--- src/rv32i_pkg.sv ---
// rv32i instruction formats
package rv32i_pkg;

    typedef logic [31:0] word_t;
    typedef logic [4:0]  reg_idx_t;

    typedef enum logic [6:0] {
        OP     = 7'b0110011,
        OP_IMM = 7'b0010011,
        LUI    = 7'b0110111
    } opcode_t;

    typedef struct packed {
        logic [6:0] funct7;
        reg_idx_t   rs2;
        reg_idx_t   rs1;
        logic [2:0] funct3;
        reg_idx_t   rd;
        logic [6:0] opcode;
    } r_fmt_t;

    typedef struct packed {
        logic [11:0] imm;
        reg_idx_t    rs1;
        logic [2:0]  funct3;
        reg_idx_t    rd;
        logic [6:0]  opcode;
    } i_fmt_t;

    typedef struct packed {
        logic [19:0] imm;
        reg_idx_t    rd;
        logic [6:0]  opcode;
    } u_fmt_t;

    // one fetched word, read by the format its opcode selects
    typedef union packed {
        r_fmt_t r;
        i_fmt_t i;
        u_fmt_t u;
        word_t  raw;
    } instr_u;

endpackage
--- src/core_pkg.sv ---
// core pipeline types
package core_pkg;
    import rv32i_pkg::*;

    typedef enum logic [3:0] {
        ALU_ADD,
        ALU_SUB,
        ALU_SLL,
        ALU_SLT,
        ALU_SLTU,
        ALU_XOR,
        ALU_SRL,
        ALU_SRA,
        ALU_OR,
        ALU_AND
    } alu_fn_t;

    // decode to issue
    typedef struct packed {
        alu_fn_t  alu_fn;
        reg_idx_t rd;
        reg_idx_t rs1;
        reg_idx_t rs2;
        logic     has_rs1;
        logic     has_rs2;
        logic     use_imm;
        logic     zero_opr1;
        word_t    imm;
    } iq_item_t;

endpackage

--- src/iq_if.sv ---
// instruction queue link
`timescale 1ns/1ps

interface iq_if
    import core_pkg::*;
();

    logic     push;
    logic     pop;
    logic     full;
    logic     empty;
    iq_item_t item;
    iq_item_t head;

    modport producer (output push, output item, input full);
    modport queue    (input push, input item, input pop, output full, output empty, output head);
    modport consumer (output pop, input empty, input head);

endinterface

--- src/alu_core.sv ---
// in-order alu core
`timescale 1ns/1ps

module alu_core
    import rv32i_pkg::*;
    import core_pkg::*;
#(
    parameter word_t RESET_PC = 32'h0000_0060,
    parameter int    IQ_DEPTH = 8
) (
    input  logic     clk,
    input  logic     rst,
    output word_t    pc,
    output logic     inst_read,
    input  word_t    inst_rdata,
    input  logic     inst_resp,
    output logic     wb_valid,
    output reg_idx_t wb_rd,
    output word_t    wb_data
);

    logic     ex_valid;
    reg_idx_t ex_rd;
    alu_fn_t  ex_fn;
    word_t    ex_opr1;
    word_t    ex_opr2;

    iq_if iq ();

    fetch_decode #(.RESET_PC(RESET_PC)) i_fetch_decode (
        .clk        (clk),
        .rst        (rst),
        .pc         (pc),
        .inst_read  (inst_read),
        .inst_rdata (inst_rdata),
        .inst_resp  (inst_resp),
        .iq         (iq.producer)
    );

    instr_queue #(.IQ_DEPTH(IQ_DEPTH)) i_instr_queue (
        .clk (clk),
        .rst (rst),
        .iq  (iq.queue)
    );

    // writeback loops back to the register file and scoreboard
    issue_stage i_issue_stage (
        .clk      (clk),
        .rst      (rst),
        .iq       (iq.consumer),
        .wb_valid (wb_valid),
        .wb_rd    (wb_rd),
        .wb_data  (wb_data),
        .ex_valid (ex_valid),
        .ex_rd    (ex_rd),
        .ex_fn    (ex_fn),
        .ex_opr1  (ex_opr1),
        .ex_opr2  (ex_opr2)
    );

    alu_exec i_alu_exec (
        .clk      (clk),
        .rst      (rst),
        .ex_valid (ex_valid),
        .ex_rd    (ex_rd),
        .ex_fn    (ex_fn),
        .ex_opr1  (ex_opr1),
        .ex_opr2  (ex_opr2),
        .wb_valid (wb_valid),
        .wb_rd    (wb_rd),
        .wb_data  (wb_data)
    );

endmodule

--- src/alu_exec.sv ---
// alu and writeback register
`timescale 1ns/1ps

module alu_exec
    import rv32i_pkg::*;
    import core_pkg::*;
(
    input  logic     clk,
    input  logic     rst,
    input  logic     ex_valid,
    input  reg_idx_t ex_rd,
    input  alu_fn_t  ex_fn,
    input  word_t    ex_opr1,
    input  word_t    ex_opr2,
    output logic     wb_valid,
    output reg_idx_t wb_rd,
    output word_t    wb_data
);

    word_t      alu_res;
    logic [4:0] shamt;

    assign shamt = ex_opr2[4:0];

    always_comb begin
        case (ex_fn)
            ALU_ADD:  alu_res = ex_opr1 + ex_opr2;
            ALU_SUB:  alu_res = ex_opr1 - ex_opr2;
            ALU_SLL:  alu_res = ex_opr1 << shamt;
            ALU_SLT:  alu_res = {31'b0, $signed(ex_opr1) < $signed(ex_opr2)};
            ALU_SLTU: alu_res = {31'b0, ex_opr1 < ex_opr2};
            ALU_XOR:  alu_res = ex_opr1 ^ ex_opr2;
            ALU_SRL:  alu_res = ex_opr1 >> shamt;
            ALU_SRA:  alu_res = word_t'($signed(ex_opr1) >>> shamt);
            ALU_OR:   alu_res = ex_opr1 | ex_opr2;
            ALU_AND:  alu_res = ex_opr1 & ex_opr2;
            default:  alu_res = '0;
        endcase
    end

    always_ff @(posedge clk) begin
        if (rst) begin
            wb_valid <= 1'b0;
        end else begin
            wb_valid <= ex_valid;
        end
    end

    always_ff @(posedge clk) begin
        if (ex_valid) begin
            wb_rd   <= ex_rd;
            wb_data <= alu_res;
        end
    end

endmodule

--- src/issue_stage.sv ---
// register read and issue
`timescale 1ns/1ps

module issue_stage
    import rv32i_pkg::*;
    import core_pkg::*;
(
    input  logic     clk,
    input  logic     rst,
    iq_if.consumer   iq,
    input  logic     wb_valid,
    input  reg_idx_t wb_rd,
    input  word_t    wb_data,
    output logic     ex_valid,
    output reg_idx_t ex_rd,
    output alu_fn_t  ex_fn,
    output word_t    ex_opr1,
    output word_t    ex_opr2
);

    iq_item_t head;
    logic     ready;
    word_t    rs1_data;
    word_t    rs2_data;

    assign head   = iq.head;
    assign iq.pop = ~iq.empty & ready;

    scoreboard i_scoreboard (
        .clk      (clk),
        .rst      (rst),
        .rd       (head.rd),
        .rs1      (head.rs1),
        .rs2      (head.rs2),
        .has_rs1  (head.has_rs1),
        .has_rs2  (head.has_rs2),
        .issue    (iq.pop),
        .ready    (ready),
        .wb_valid (wb_valid),
        .wb_rd    (wb_rd)
    );

    regfile i_regfile (
        .clk      (clk),
        .rst      (rst),
        .rs1      (head.rs1),
        .rs2      (head.rs2),
        .rs1_data (rs1_data),
        .rs2_data (rs2_data),
        .wb_valid (wb_valid),
        .wb_rd    (wb_rd),
        .wb_data  (wb_data)
    );

    always_ff @(posedge clk) begin
        if (rst) begin
            ex_valid <= 1'b0;
        end else begin
            ex_valid <= iq.pop;
        end
    end

    // LUI adds its immediate to zero
    always_ff @(posedge clk) begin
        if (iq.pop) begin
            ex_rd   <= head.rd;
            ex_fn   <= head.alu_fn;
            ex_opr1 <= head.zero_opr1 ? '0 : rs1_data;
            ex_opr2 <= head.use_imm ? head.imm : rs2_data;
        end
    end

endmodule

--- src/regfile.sv ---
// integer register file
`timescale 1ns/1ps

module regfile
    import rv32i_pkg::*;
(
    input  logic     clk,
    input  logic     rst,
    input  reg_idx_t rs1,
    input  reg_idx_t rs2,
    output word_t    rs1_data,
    output word_t    rs2_data,
    input  logic     wb_valid,
    input  reg_idx_t wb_rd,
    input  word_t    wb_data
);

    word_t regs [32];

    assign rs1_data = (rs1 == '0) ? '0 : regs[rs1];
    assign rs2_data = (rs2 == '0) ? '0 : regs[rs2];

    always_ff @(posedge clk) begin
        if (wb_valid && wb_rd != '0) begin
            regs[wb_rd] <= wb_data;
        end
    end

    // x0 writes are dropped at decode
    assert property (@(posedge clk) disable iff (rst) wb_valid |-> wb_rd != '0);

endmodule

--- src/scoreboard.sv ---
// register scoreboard
`timescale 1ns/1ps

module scoreboard
    import rv32i_pkg::*;
(
    input  logic     clk,
    input  logic     rst,
    input  reg_idx_t rd,
    input  reg_idx_t rs1,
    input  reg_idx_t rs2,
    input  logic     has_rs1,
    input  logic     has_rs2,
    input  logic     issue,
    output logic     ready,
    input  logic     wb_valid,
    input  reg_idx_t wb_rd
);

    logic [31:0] pending;

    // a pending rd blocks too, so writebacks to one register stay in order
    assign ready = ~(pending[rd] | (has_rs1 & pending[rs1]) | (has_rs2 & pending[rs2]));

    always_ff @(posedge clk) begin
        if (rst) begin
            pending <= '0;
        end else begin
            if (wb_valid) begin
                pending[wb_rd] <= 1'b0;
            end
            // rd is free here, so wb_rd cannot equal it
            if (issue && rd != '0) begin
                pending[rd] <= 1'b1;
            end
        end
    end

    // every writeback retires a register marked at issue
    assert property (@(posedge clk) disable iff (rst) wb_valid |-> pending[wb_rd]);

endmodule

--- src/instr_queue.sv ---
// instruction queue
`timescale 1ns/1ps

module instr_queue
    import core_pkg::*;
#(
    parameter int IQ_DEPTH = 8
) (
    input logic clk,
    input logic rst,
    iq_if.queue iq
);

    localparam int PTR_W = $clog2(IQ_DEPTH);
    localparam logic [PTR_W:0] FULL_COUNT = IQ_DEPTH[PTR_W:0];

    iq_item_t         mem [IQ_DEPTH];
    logic [PTR_W-1:0] wr_ptr;
    logic [PTR_W-1:0] rd_ptr;
    logic [PTR_W:0]   count;
    logic             do_push;
    logic             do_pop;

    assign do_push = iq.push & ~iq.full;
    assign do_pop  = iq.pop & ~iq.empty;

    assign iq.full  = count == FULL_COUNT;
    assign iq.empty = count == '0;
    assign iq.head  = mem[rd_ptr];

    // pointers wrap on their own, depth is a power of two
    always_ff @(posedge clk) begin
        if (rst) begin
            wr_ptr <= '0;
            rd_ptr <= '0;
            count  <= '0;
        end else begin
            if (do_push) begin
                wr_ptr <= wr_ptr + 1'b1;
            end
            if (do_pop) begin
                rd_ptr <= rd_ptr + 1'b1;
            end
            case ({do_push, do_pop})
                2'b10:   count <= count + 1'b1;
                2'b01:   count <= count - 1'b1;
                default: count <= count;
            endcase
        end
    end

    always_ff @(posedge clk) begin
        if (do_push) begin
            mem[wr_ptr] <= iq.item;
        end
    end

    assert property (@(posedge clk) disable iff (rst) iq.push |-> !iq.full);
    assert property (@(posedge clk) disable iff (rst) iq.pop |-> !iq.empty);

endmodule

--- src/fetch_decode.sv ---
// fetch and decode
`timescale 1ns/1ps

module fetch_decode
    import rv32i_pkg::*;
    import core_pkg::*;
#(
    parameter word_t RESET_PC = 32'h0000_0060
) (
    input  logic   clk,
    input  logic   rst,
    output word_t  pc,
    output logic   inst_read,
    input  word_t  inst_rdata,
    input  logic   inst_resp,
    iq_if.producer iq
);

    logic     fetch_en;
    logic     fetch_fire;
    logic     dec_valid;
    instr_u   dec_word;
    iq_item_t item;
    logic     is_nop;

    function automatic alu_fn_t alu_fn_of(input logic [2:0] funct3, input logic alt);
        alu_fn_t fn;
        case (funct3)
            3'b000:  fn = alt ? ALU_SUB : ALU_ADD;
            3'b001:  fn = ALU_SLL;
            3'b010:  fn = ALU_SLT;
            3'b011:  fn = ALU_SLTU;
            3'b100:  fn = ALU_XOR;
            3'b101:  fn = alt ? ALU_SRA : ALU_SRL;
            3'b110:  fn = ALU_OR;
            default: fn = ALU_AND;
        endcase
        return fn;
    endfunction

    // fetch_en keeps the port quiet for one cycle after reset
    assign inst_read  = fetch_en & ~iq.full;
    assign fetch_fire = inst_read & inst_resp;

    always_ff @(posedge clk) begin
        if (rst) begin
            fetch_en  <= 1'b0;
            pc        <= RESET_PC;
            dec_valid <= 1'b0;
        end else begin
            fetch_en <= 1'b1;
            if (fetch_fire) begin
                pc        <= pc + 32'd4;
                dec_valid <= 1'b1;
            end else if (dec_valid && (is_nop || !iq.full)) begin
                dec_valid <= 1'b0;
            end
        end
    end

    always_ff @(posedge clk) begin
        if (fetch_fire) begin
            dec_word.raw <= inst_rdata;
        end
    end

    always_comb begin
        item   = '0;
        is_nop = 1'b1;
        case (dec_word.r.opcode)
            OP: begin
                item.rd      = dec_word.r.rd;
                item.rs1     = dec_word.r.rs1;
                item.rs2     = dec_word.r.rs2;
                item.has_rs1 = 1'b1;
                item.has_rs2 = 1'b1;
                item.alu_fn  = alu_fn_of(dec_word.r.funct3, dec_word.r.funct7[5]);
                is_nop       = dec_word.r.rd == '0;
            end
            OP_IMM: begin
                item.rd      = dec_word.i.rd;
                item.rs1     = dec_word.i.rs1;
                item.has_rs1 = 1'b1;
                item.use_imm = 1'b1;
                item.imm     = {{20{dec_word.i.imm[11]}}, dec_word.i.imm};
                // bit 30 only means SRAI, there is no SUBI
                item.alu_fn  = alu_fn_of(dec_word.i.funct3,
                                         dec_word.i.funct3 == 3'b101 && dec_word.i.imm[10]);
                is_nop       = dec_word.i.rd == '0;
            end
            LUI: begin
                item.rd        = dec_word.u.rd;
                item.use_imm   = 1'b1;
                item.zero_opr1 = 1'b1;
                item.imm       = {dec_word.u.imm, 12'b0};
                item.alu_fn    = ALU_ADD;
                is_nop         = dec_word.u.rd == '0;
            end
            default: ;
        endcase
    end

    // a held word waits here while the queue is full
    assign iq.push = dec_valid & ~is_nop & ~iq.full;
    assign iq.item = item;

    // a decoded item stays put until the queue takes it
    assert property (@(posedge clk) disable iff (rst)
        dec_valid && !is_nop && !iq.push |=> dec_valid && $stable(dec_word.raw));

endmodule

--- config.mk ---
export PLATFORM = sky130hd
export DESIGN_NAME = alu_core
export DESIGN_NICKNAME = d
export VERILOG_FILES = /design/src/rv32i_pkg.sv /design/src/core_pkg.sv /design/src/iq_if.sv /design/src/alu_core.sv /design/src/alu_exec.sv /design/src/issue_stage.sv /design/src/regfile.sv /design/src/scoreboard.sv /design/src/instr_queue.sv /design/src/fetch_decode.sv
export SDC_FILE = /design/constraint.sdc
export NUM_CORES = 2
export LEC_CHECK = 0
export BUFFER_PORTS_ARGS = -buffer_cell sky130_fd_sc_hd__buf_2
export CAP_MARGIN = 10
export CORE_UTILIZATION = 30
export CTS_CLUSTER_SIZE = 40
export DETAILED_ROUTE_END_ITERATION = 10
export GPL_TIMING_DRIVEN = 0
export PLACE_DENSITY = 0.47
export SETUP_SLACK_MARGIN = 0.02
export SYNTH_ARGS = -nofsm -noshare
export SYNTH_HDL_FRONTEND = slang
export SYNTH_SLANG_ARGS = --single-unit
--- constraint.sdc ---
create_clock -name clk -period 9.1 [get_ports clk]
set_clock_uncertainty 0.15 [all_clocks]
set_input_delay 1.82 -clock clk [delete_from_list [all_inputs] [get_ports clk]]
set_output_delay 1.82 -clock clk [all_outputs]
set_load 0.01 [all_outputs]
# --- Word level (Yosys, flattened, before mapping) ---
# Memory sizes are Yosys's and may differ from the RTL's. A register that Yosys moved wholly into a read port is not among the register bits.
# Index checks and enable logic that the tools add are counted.
totals:
  latchBits: 0
  inputBits: 35
  register_bits: 188
  n_memories: 2
  romBits: 0
  ram_bits: 1464
  output_inout_bits: 71
  elab_cells: 140
classes:
  bitwise: 21
  n_div: 0
  n_reduce_logical: 22
  n_mul: 0
  magnitude_cmp: 8
  muxes: 41
  n_eq_ne: 21
  addsub: 7
  n_shift: 3
memory_table:
  columns: ["name", "words", "width", "rd", "rd_ports_with_merged_regs", "write_ports", "line_no", "text"]
  rows:
  - ["i_issue_stage.i_regfile.regs", 32, 32, 2, 1, 1, "regfile.sv:18", "word_t regs [32];"]
  - ["i_instr_queue.mem", 8, 55, 1, 1, 1, "instr_queue.sv:17", "iq_item_t mem [IQ_DEPTH];"]
op_table:
  columns: ["op", "count"]
  rows:
  - ["one-hot mux 32 bit (10 select lines)", 1]
  - ["two-way mux 32 bit", 5]
  - ["bitwise AND 32 bit", 2]
  - ["less-than comparator 32 bit", 2]
  - ["OR 32 bit", 2]
  - ["one-hot mux 32 bit (2 select lines)", 1]
  - ["one-hot mux 4 bit (7 select lines)", 2]
  - ["adder 32 x 3 -> 32 bit (second input constant)", 1]
  - ["adder 32 bit", 1]
  - ["NOT 32 bit", 1]
  - ["<< shifter 32 x 5 -> 32 bit", 1]
  - [">> shifter 32 x 5 -> 32 bit", 1]
  - [">>> shifter 32 x 5 -> 32 bit", 1]
  - ["subtractor 32 bit", 1]
  - ["bitwise XOR 32 bit", 1]
  - ["one-hot mux 9 bit (3 select lines)", 1]
  - ["less-than comparator 5 x 6 -> 1 bit (second input constant)", 4]
  - ["two-way mux 1 bit", 21]
  - ["equality test 4 x 3 -> 1 bit (second input constant)", 4]
  - ["binary-select mux 1 bit (select 5 bit)", 3]
  - ["zero test 5 bit", 3]
  - ["equality test 7 x 6 -> 1 bit (second input constant)", 2]
  - ["equality test 4 bit (second input constant)", 3]
  - ["demux 1 bit (select 5 bit)", 2]
  - ["other kinds (27)", 57]

# --- Logic depth before layout (Yosys ltp) ---
logic_depth:
  ltp_word: 10
  depth_mapped: 22
  mapped_depth_nobuf: 16

# --- Modules after synthesis ---
# From an unflattened synthesis, not the netlist that was laid out.
unflattened:
  hier_cells: 5191
  area_unflattened_um2: 82693.1
by_module_without_submodules:
  columns: ["mod", "cells_per_inst", "n_inst", "seq_area_each_um2", "area_per_inst_um2"]
  rows:
  - ["regfile", 2564, 1, 30749.5, 47929.7]
  - ["instr_queue", 709, 1, 13472.9, 17195.2]
  - ["alu_exec", 1256, 1, 1131.1, 9384.0]
  - ["issue_stage", 147, 1, 2212.1, 3041.7]
  - ["fetch_decode", 284, 1, 1601.5, 2984.1]
  - ["scoreboard", 231, 1, 640.6, 2158.3]

# --- Worst setup path before layout ---
# OpenSTA, ideal clock, no wires.
synth_timing:
  path_type: "register -> register"
  start: "register i_fetch_decode.dec_word[3] (netlist bit)"
  end: "memory i_instr_queue.mem[2][0] (netlist bit) (enable)"
  arrival_ns: 5.802
  n_path_buf: 0
  stages_incl_launch_ff: 9
  required_time_ns: 8.403
  setup_ns: 0.547
  path_slack_ns: 2.601
  period_less_slack_ns: 6.499
  path_cell_list: "edfxtp_1 nor4bb_1 nand2_1 nor2_1 nor2_1 nor2_1 nand2_1 or2_2 nor3b_1"
synth_via:
  elab_chain_cells: 9
  elab_cells_between_ends: 11
  cone_classes: "eq/ne: 3; mux: 3; bitwise: 4; reduce/logical: 1"
synth_rtl:
  columns: ["item", "line_no", "text"]
  rows:
  - ["start, declared", "fetch_decode.sv:22", "instr_u dec_word;"]
  - ["equality test 7 x 6 -> 1 bit or equality test 7 x 5 -> 1 bit (tied branches)", "fetch_decode.sv:70", "case (dec_word.r.opcode)"]
  - ["OR reduction 3 bit (no line) *", null, null]
  - ["two-way mux 1 bit *", null, null]
  - ["NOT 1 bit *", "fetch_decode.sv:104", "assign iq.push = dec_valid & ~is_nop & ~iq.full;"]
  - ["bitwise AND 1 bit * (2 in series)", "fetch_decode.sv:104", null]
  - ["bitwise AND 1 bit *", "instr_queue.sv:24", "assign do_push = iq.push & ~iq.full;"]
  - ["two-way mux 1 bit *", "instr_queue.sv:53", "if (do_push) begin"]
  - ["two-way mux 1 bit (not written as such) *", "instr_queue.sv:54", "mem[wr_ptr] <= iq.item;"]
  - ["end, declared", "instr_queue.sv:17", null]
# Mark *: on every way between the ends. The rest lies on a longest branch, timed or not.

# --- Final worst setup path ---
layout_timing:
  start: "register i_issue_stage.ex_opr2[2]"
  end: "register i_alu_exec.wb_data[26], data pin"
layout_via:
  elab_chain_cells: 2
  elab_cells_between_ends: 6
  cone_classes: "add/sub: 2; shift: 3; mux: 1"
layout_rtl:
  columns: ["item", "line_no", "text"]
  rows:
  - ["start, declared", "issue_stage.sv:18", "output word_t ex_opr2"]
  - ["start signal, assigned", "issue_stage.sv:69", "ex_opr2 <= head.use_imm ? head.imm : rs2_data;"]
  - ["subtractor 32 bit (tied with other cells)", "alu_exec.sv:28", "ALU_SUB: alu_res = ex_opr1 - ex_opr2;"]
  - ["one-hot mux 32 bit (10 select lines) *", "alu_exec.sv:26", "case (ex_fn)"]
  - ["named net i_alu_exec.alu_res[26]", "alu_exec.sv:20", "word_t alu_res;"]
  - ["end signal, assigned", "alu_exec.sv:52", "wb_data <= alu_res;"]
  - ["end, declared", "alu_exec.sv:17", "output word_t wb_data"]
# Mark *: on every way through the listed nets, which the timed path passes. The rest lies on a longest branch.
# A chain may end at the register's enable or synchronous reset.

==> results.json <==
{
  "pin_count": 106,
  "multi_input_area_um2": 31400,
  "maxCapViolCount": 3,
  "async_reset_ff_share_pct": 0,
  "die_y_um": 530.2,
  "ant_nets": 0,
  "cts_resized": 0,
  "worst_slew_pin_slew_ns": 1.514,
  "worstHoldPathType": "reg2reg",
  "antenna_found_initial": 38,
  "peakVddDrop_v": 0.0001802,
  "final_net_count": 8367,
  "final-seq-area_um2": 49810,
  "synthAdderAreaFrac_pct": 1.656,
  "vias_per_cell": 6.067,
  "synth_top_family_by_area": "simple AND/OR/NAND/NOR gates",
  "ys_seq_elements": 1685,
  "period_share_pct": 85.64,
  "yosys.area_share.simple_pct": 18.96,
  "max_freq_mhz": 128.3,
  "path_clk_slew_ns": 0.06,
  "worstPathMaxFanout": 11,
  "failed_checks": "capacitance limit, slew limit",
  "synth_seq_area_share_pct": 59.51,
  "cts_sinks": 1685,
  "cts_buffers": 197,
  "dr.pass1.iters": 7,
  "hold_viol": 0,
  "core-area_um2": 277000,
  "fin_cells": 12100,
  "drc": 0,
  "worstSetupPathType": "reg2reg",
  "syn_avg_cell_area_um2": 10.85,
  "rows": 193,
  "wl_um": 434500,
  "top_layer": "met5",
  "crit_arrival_ns": 8.10,
  "io_buffer_count": 102,
  "met2_length_um": 178300,
  "start_util_pct": 30.22,
  "tns_ns": 0,
  "place_congestion": 1.014,
  "vias": 73410,
  "synth_cell_type_count": 83,
  "setup_viol": 0,
  "grt_pass1_vias": 67410,
  "grt_pass1_wl_um": 577800,
  "layout-drive-gt1-share_pct": 10.42,
  "wl_per_cell_um": 35.91,
  "gr-usage-all-layers_pct": 30.03,
  "dp_cells": 11700,
  "startpoint_type": "register",
  "gr-total-overflow": 0,
  "grt_max_degree": 66,
  "required_ns": 9.40,
  "area_growth_pct": 17.79,
  "rsz0062_at_grt": "false",
  "cts-root-buf": "clkbuf_16",
  "power_leakage_nw": 33.93,
  "synth_edf_count": 1606,
  "synth-xor-area-share_pct": 0.3349,
  "synth_compound_area_share_pct": 9.902,
  "clock_latency_ns": 0.90,
  "slew_violations": 22,
  "die_area_um2": 281100,
  "pwr_density_cell_nw_per_um2": 304.5,
  "yosysWarnings": 0,
  "drtIter0Drc": 12350,
  "holdWs_ns": 0.2733,
  "dp_hpwl_um": 315000,
  "syn_inst": 7716,
  "postCtsHoldBufs": 0,
  "fillerInstances": 27400,
  "clk_path_buf_depth": 4,
  "timing.slew.headroom_pct": -0.9366,
  "syn_area_um2": 83700,
  "cts_max_level": 4,
  "synthMuxAreaShare_pct": 6.144,
  "outcome": "finished, violations left",
  "cp-end-kind": "register",
  "min_period_ns": 7.793,
  "cts_tree": "yes",
  "synthFlopType": "edfxtp_1",
  "drt-met1-wl_um": 171500,
  "dr_wl_met3_um": 55880,
  "post_cts_buffers": 0,
  "die-width_um": 530.2
}
## cell families after synthesis
kind of cell	count (synthesis)
AO/OA/AOI/OAI	1157
buffers and inverters	741
adder cells (fa/ha/maj)	109
AND/OR/NAND/NOR	3674
other	1
multiplexers	317
XOR/XNOR	32
flip-flops	1685
## synth_stat cells, drive strengths merged (45+ instances only)
cell,number,area (um2)
nand2,2193,8232
o21ai,117,585.6
ha,106,1326
nand3,811,4059
dfxtp,79,1582
buf,108,538.0
nor2,256,965.9
a211oi,58,435.4
mux2i,137,1396
a311oi,258,2260
o2111ai,77,674.4
and3,248,1551
edfxtp,1606,48230
inv,133,499.2
a21o,45,337.8
a21oi,202,1011
clkbuf,499,1876
a31oi,145,907.1
mux4,152,3427
## registers in the layout, indices dropped and copies added, names as in the netlist, named ones only
| signal | count |
|---|---|
| i_instr_queue.wr_ptr | 3 |
| i_fetch_decode.dec_valid | 1 |
| i_fetch_decode.fetch_en | 1 |
| i_instr_queue.count | 4 |
| i_issue_stage.ex_valid | 1 |
| i_issue_stage.i_regfile.regs | 1024 |
| i_fetch_decode.dec_word | 32 |
| i_instr_queue.mem | 440 |
| i_issue_stage.ex_rd | 5 |
| i_issue_stage.i_scoreboard.pending | 32 |
| i_alu_exec.wb_data | 32 |
| i_alu_exec.wb_rd | 5 |
| i_fetch_decode.pc | 30 |
| i_issue_stage.ex_opr1 | 32 |
| i_issue_stage.ex_fn | 4 |
| i_alu_exec.wb_valid | 1 |
| i_instr_queue.rd_ptr | 3 |
| i_issue_stage.ex_opr2 | 32 |
## final timing paths
kind	cells after the start	slack, ns	to	from
worst max register to register	17	1.31	i_alu_exec.wb_data[26]	i_issue_stage.ex_opr2[2]
worst min register to register	0	0.27	i_alu_exec.wb_rd[2]	i_issue_stage.ex_rd[2]
worst min-delay path	0	0.27	i_alu_exec.wb_rd[2]	i_issue_stage.ex_rd[2]
worst max-delay path	17	1.31	i_alu_exec.wb_data[26]	i_issue_stage.ex_opr2[2]
## routing by layer
| layer | up-vias | GRT usage (%) |
|---|---|---|
| met5 | - | 0 |
| met4 | 28 | 17.36 |
| met3 | 1179 | 9.094 |
| met2 | 5946 | 42.50 |
| met1 | 36660 | 40.37 |
| li1 | 29590 | - |
## through the flow
| stage | util, % | instance area, um2 | setup slack, ns | total power (W) |
|---|---|---|---|---|
| CTS | 35.39 | 98030 | 1.611 | 0.02940 |
| finish | 35.59 | 98590 | 1.307 | 0.03002 |
| global route | 35.58 | 98540 | 1.304 | 0.03061 |
| global placement | 32.12 | 88970 | -3.053 | 0.02142 |
| detailed placement | 33.17 | 91880 | 1.657 | 0.02162 |
| floorplan | - | 83820 | 2.601 | 0.01591 |
## critical path, cell delays in order, from the launching register on
cell and delay [ns]:
edfxtp_1 0.54, clkbuf_1 0.32, inv_1 0.16, clkbuf_1 0.54, clkbuf_1 0.50, buf_1 0.65
buf_1 0.74, ha_1 0.31, nor2b_1 0.16, o21ai_0 0.14, a21oi_1 0.42, o2111ai_1 0.29
a21oi_1 0.66, a221oi_1 0.38, o21a_1 0.29, nor2_1 0.13, nor3_1 0.07, o311ai_0 0.94
## power by group
| part | switching (W) | internal (W) | total (W) |
|---|---|---|---|
| registers | 0.000841 | 0.00933 | 0.0102 |
| clock network | 0.00340 | 0.00443 | 0.00783 |
| logic | 0.00870 | 0.00332 | 0.0120 |
| total | 0.0129 | 0.0171 | 0.0300 |
## area by class of cell
| type | instances | share of cell area [%] |
|---|---|---|
| Tap cell | 3705 | 4.702 |
| Clock buffer | 244 | 5.250 |
| Antenna cell | 20 | 0.05076 |
| Inverter | 134 | 0.5127 |
| Timing Repair Buffer | 275 | 3.672 |
| Multi-Input combinational cell | 5323 | 31.85 |
| Buffer | 607 | 2.458 |
| Clock inverter | 107 | 0.9810 |
| Sequential cell | 1685 | 50.52 |
## cell usage in the layout, fill, tap and decap left out, types with 151 or more instances in the layout
| cell | count |
|---|---|
| nand2_1 | 2193 |
| and3_1 | 248 |
| clkbuf_16 | 199 |
| a311oi_1 | 258 |
| a21oi_1 | 202 |
| nor2_1 | 221 |
| mux4_2 | 151 |
| clkbuf_1 | 529 |
| edfxtp_1 | 1606 |
| nand3_1 | 811 |
(Power assumes the default switching activity.)
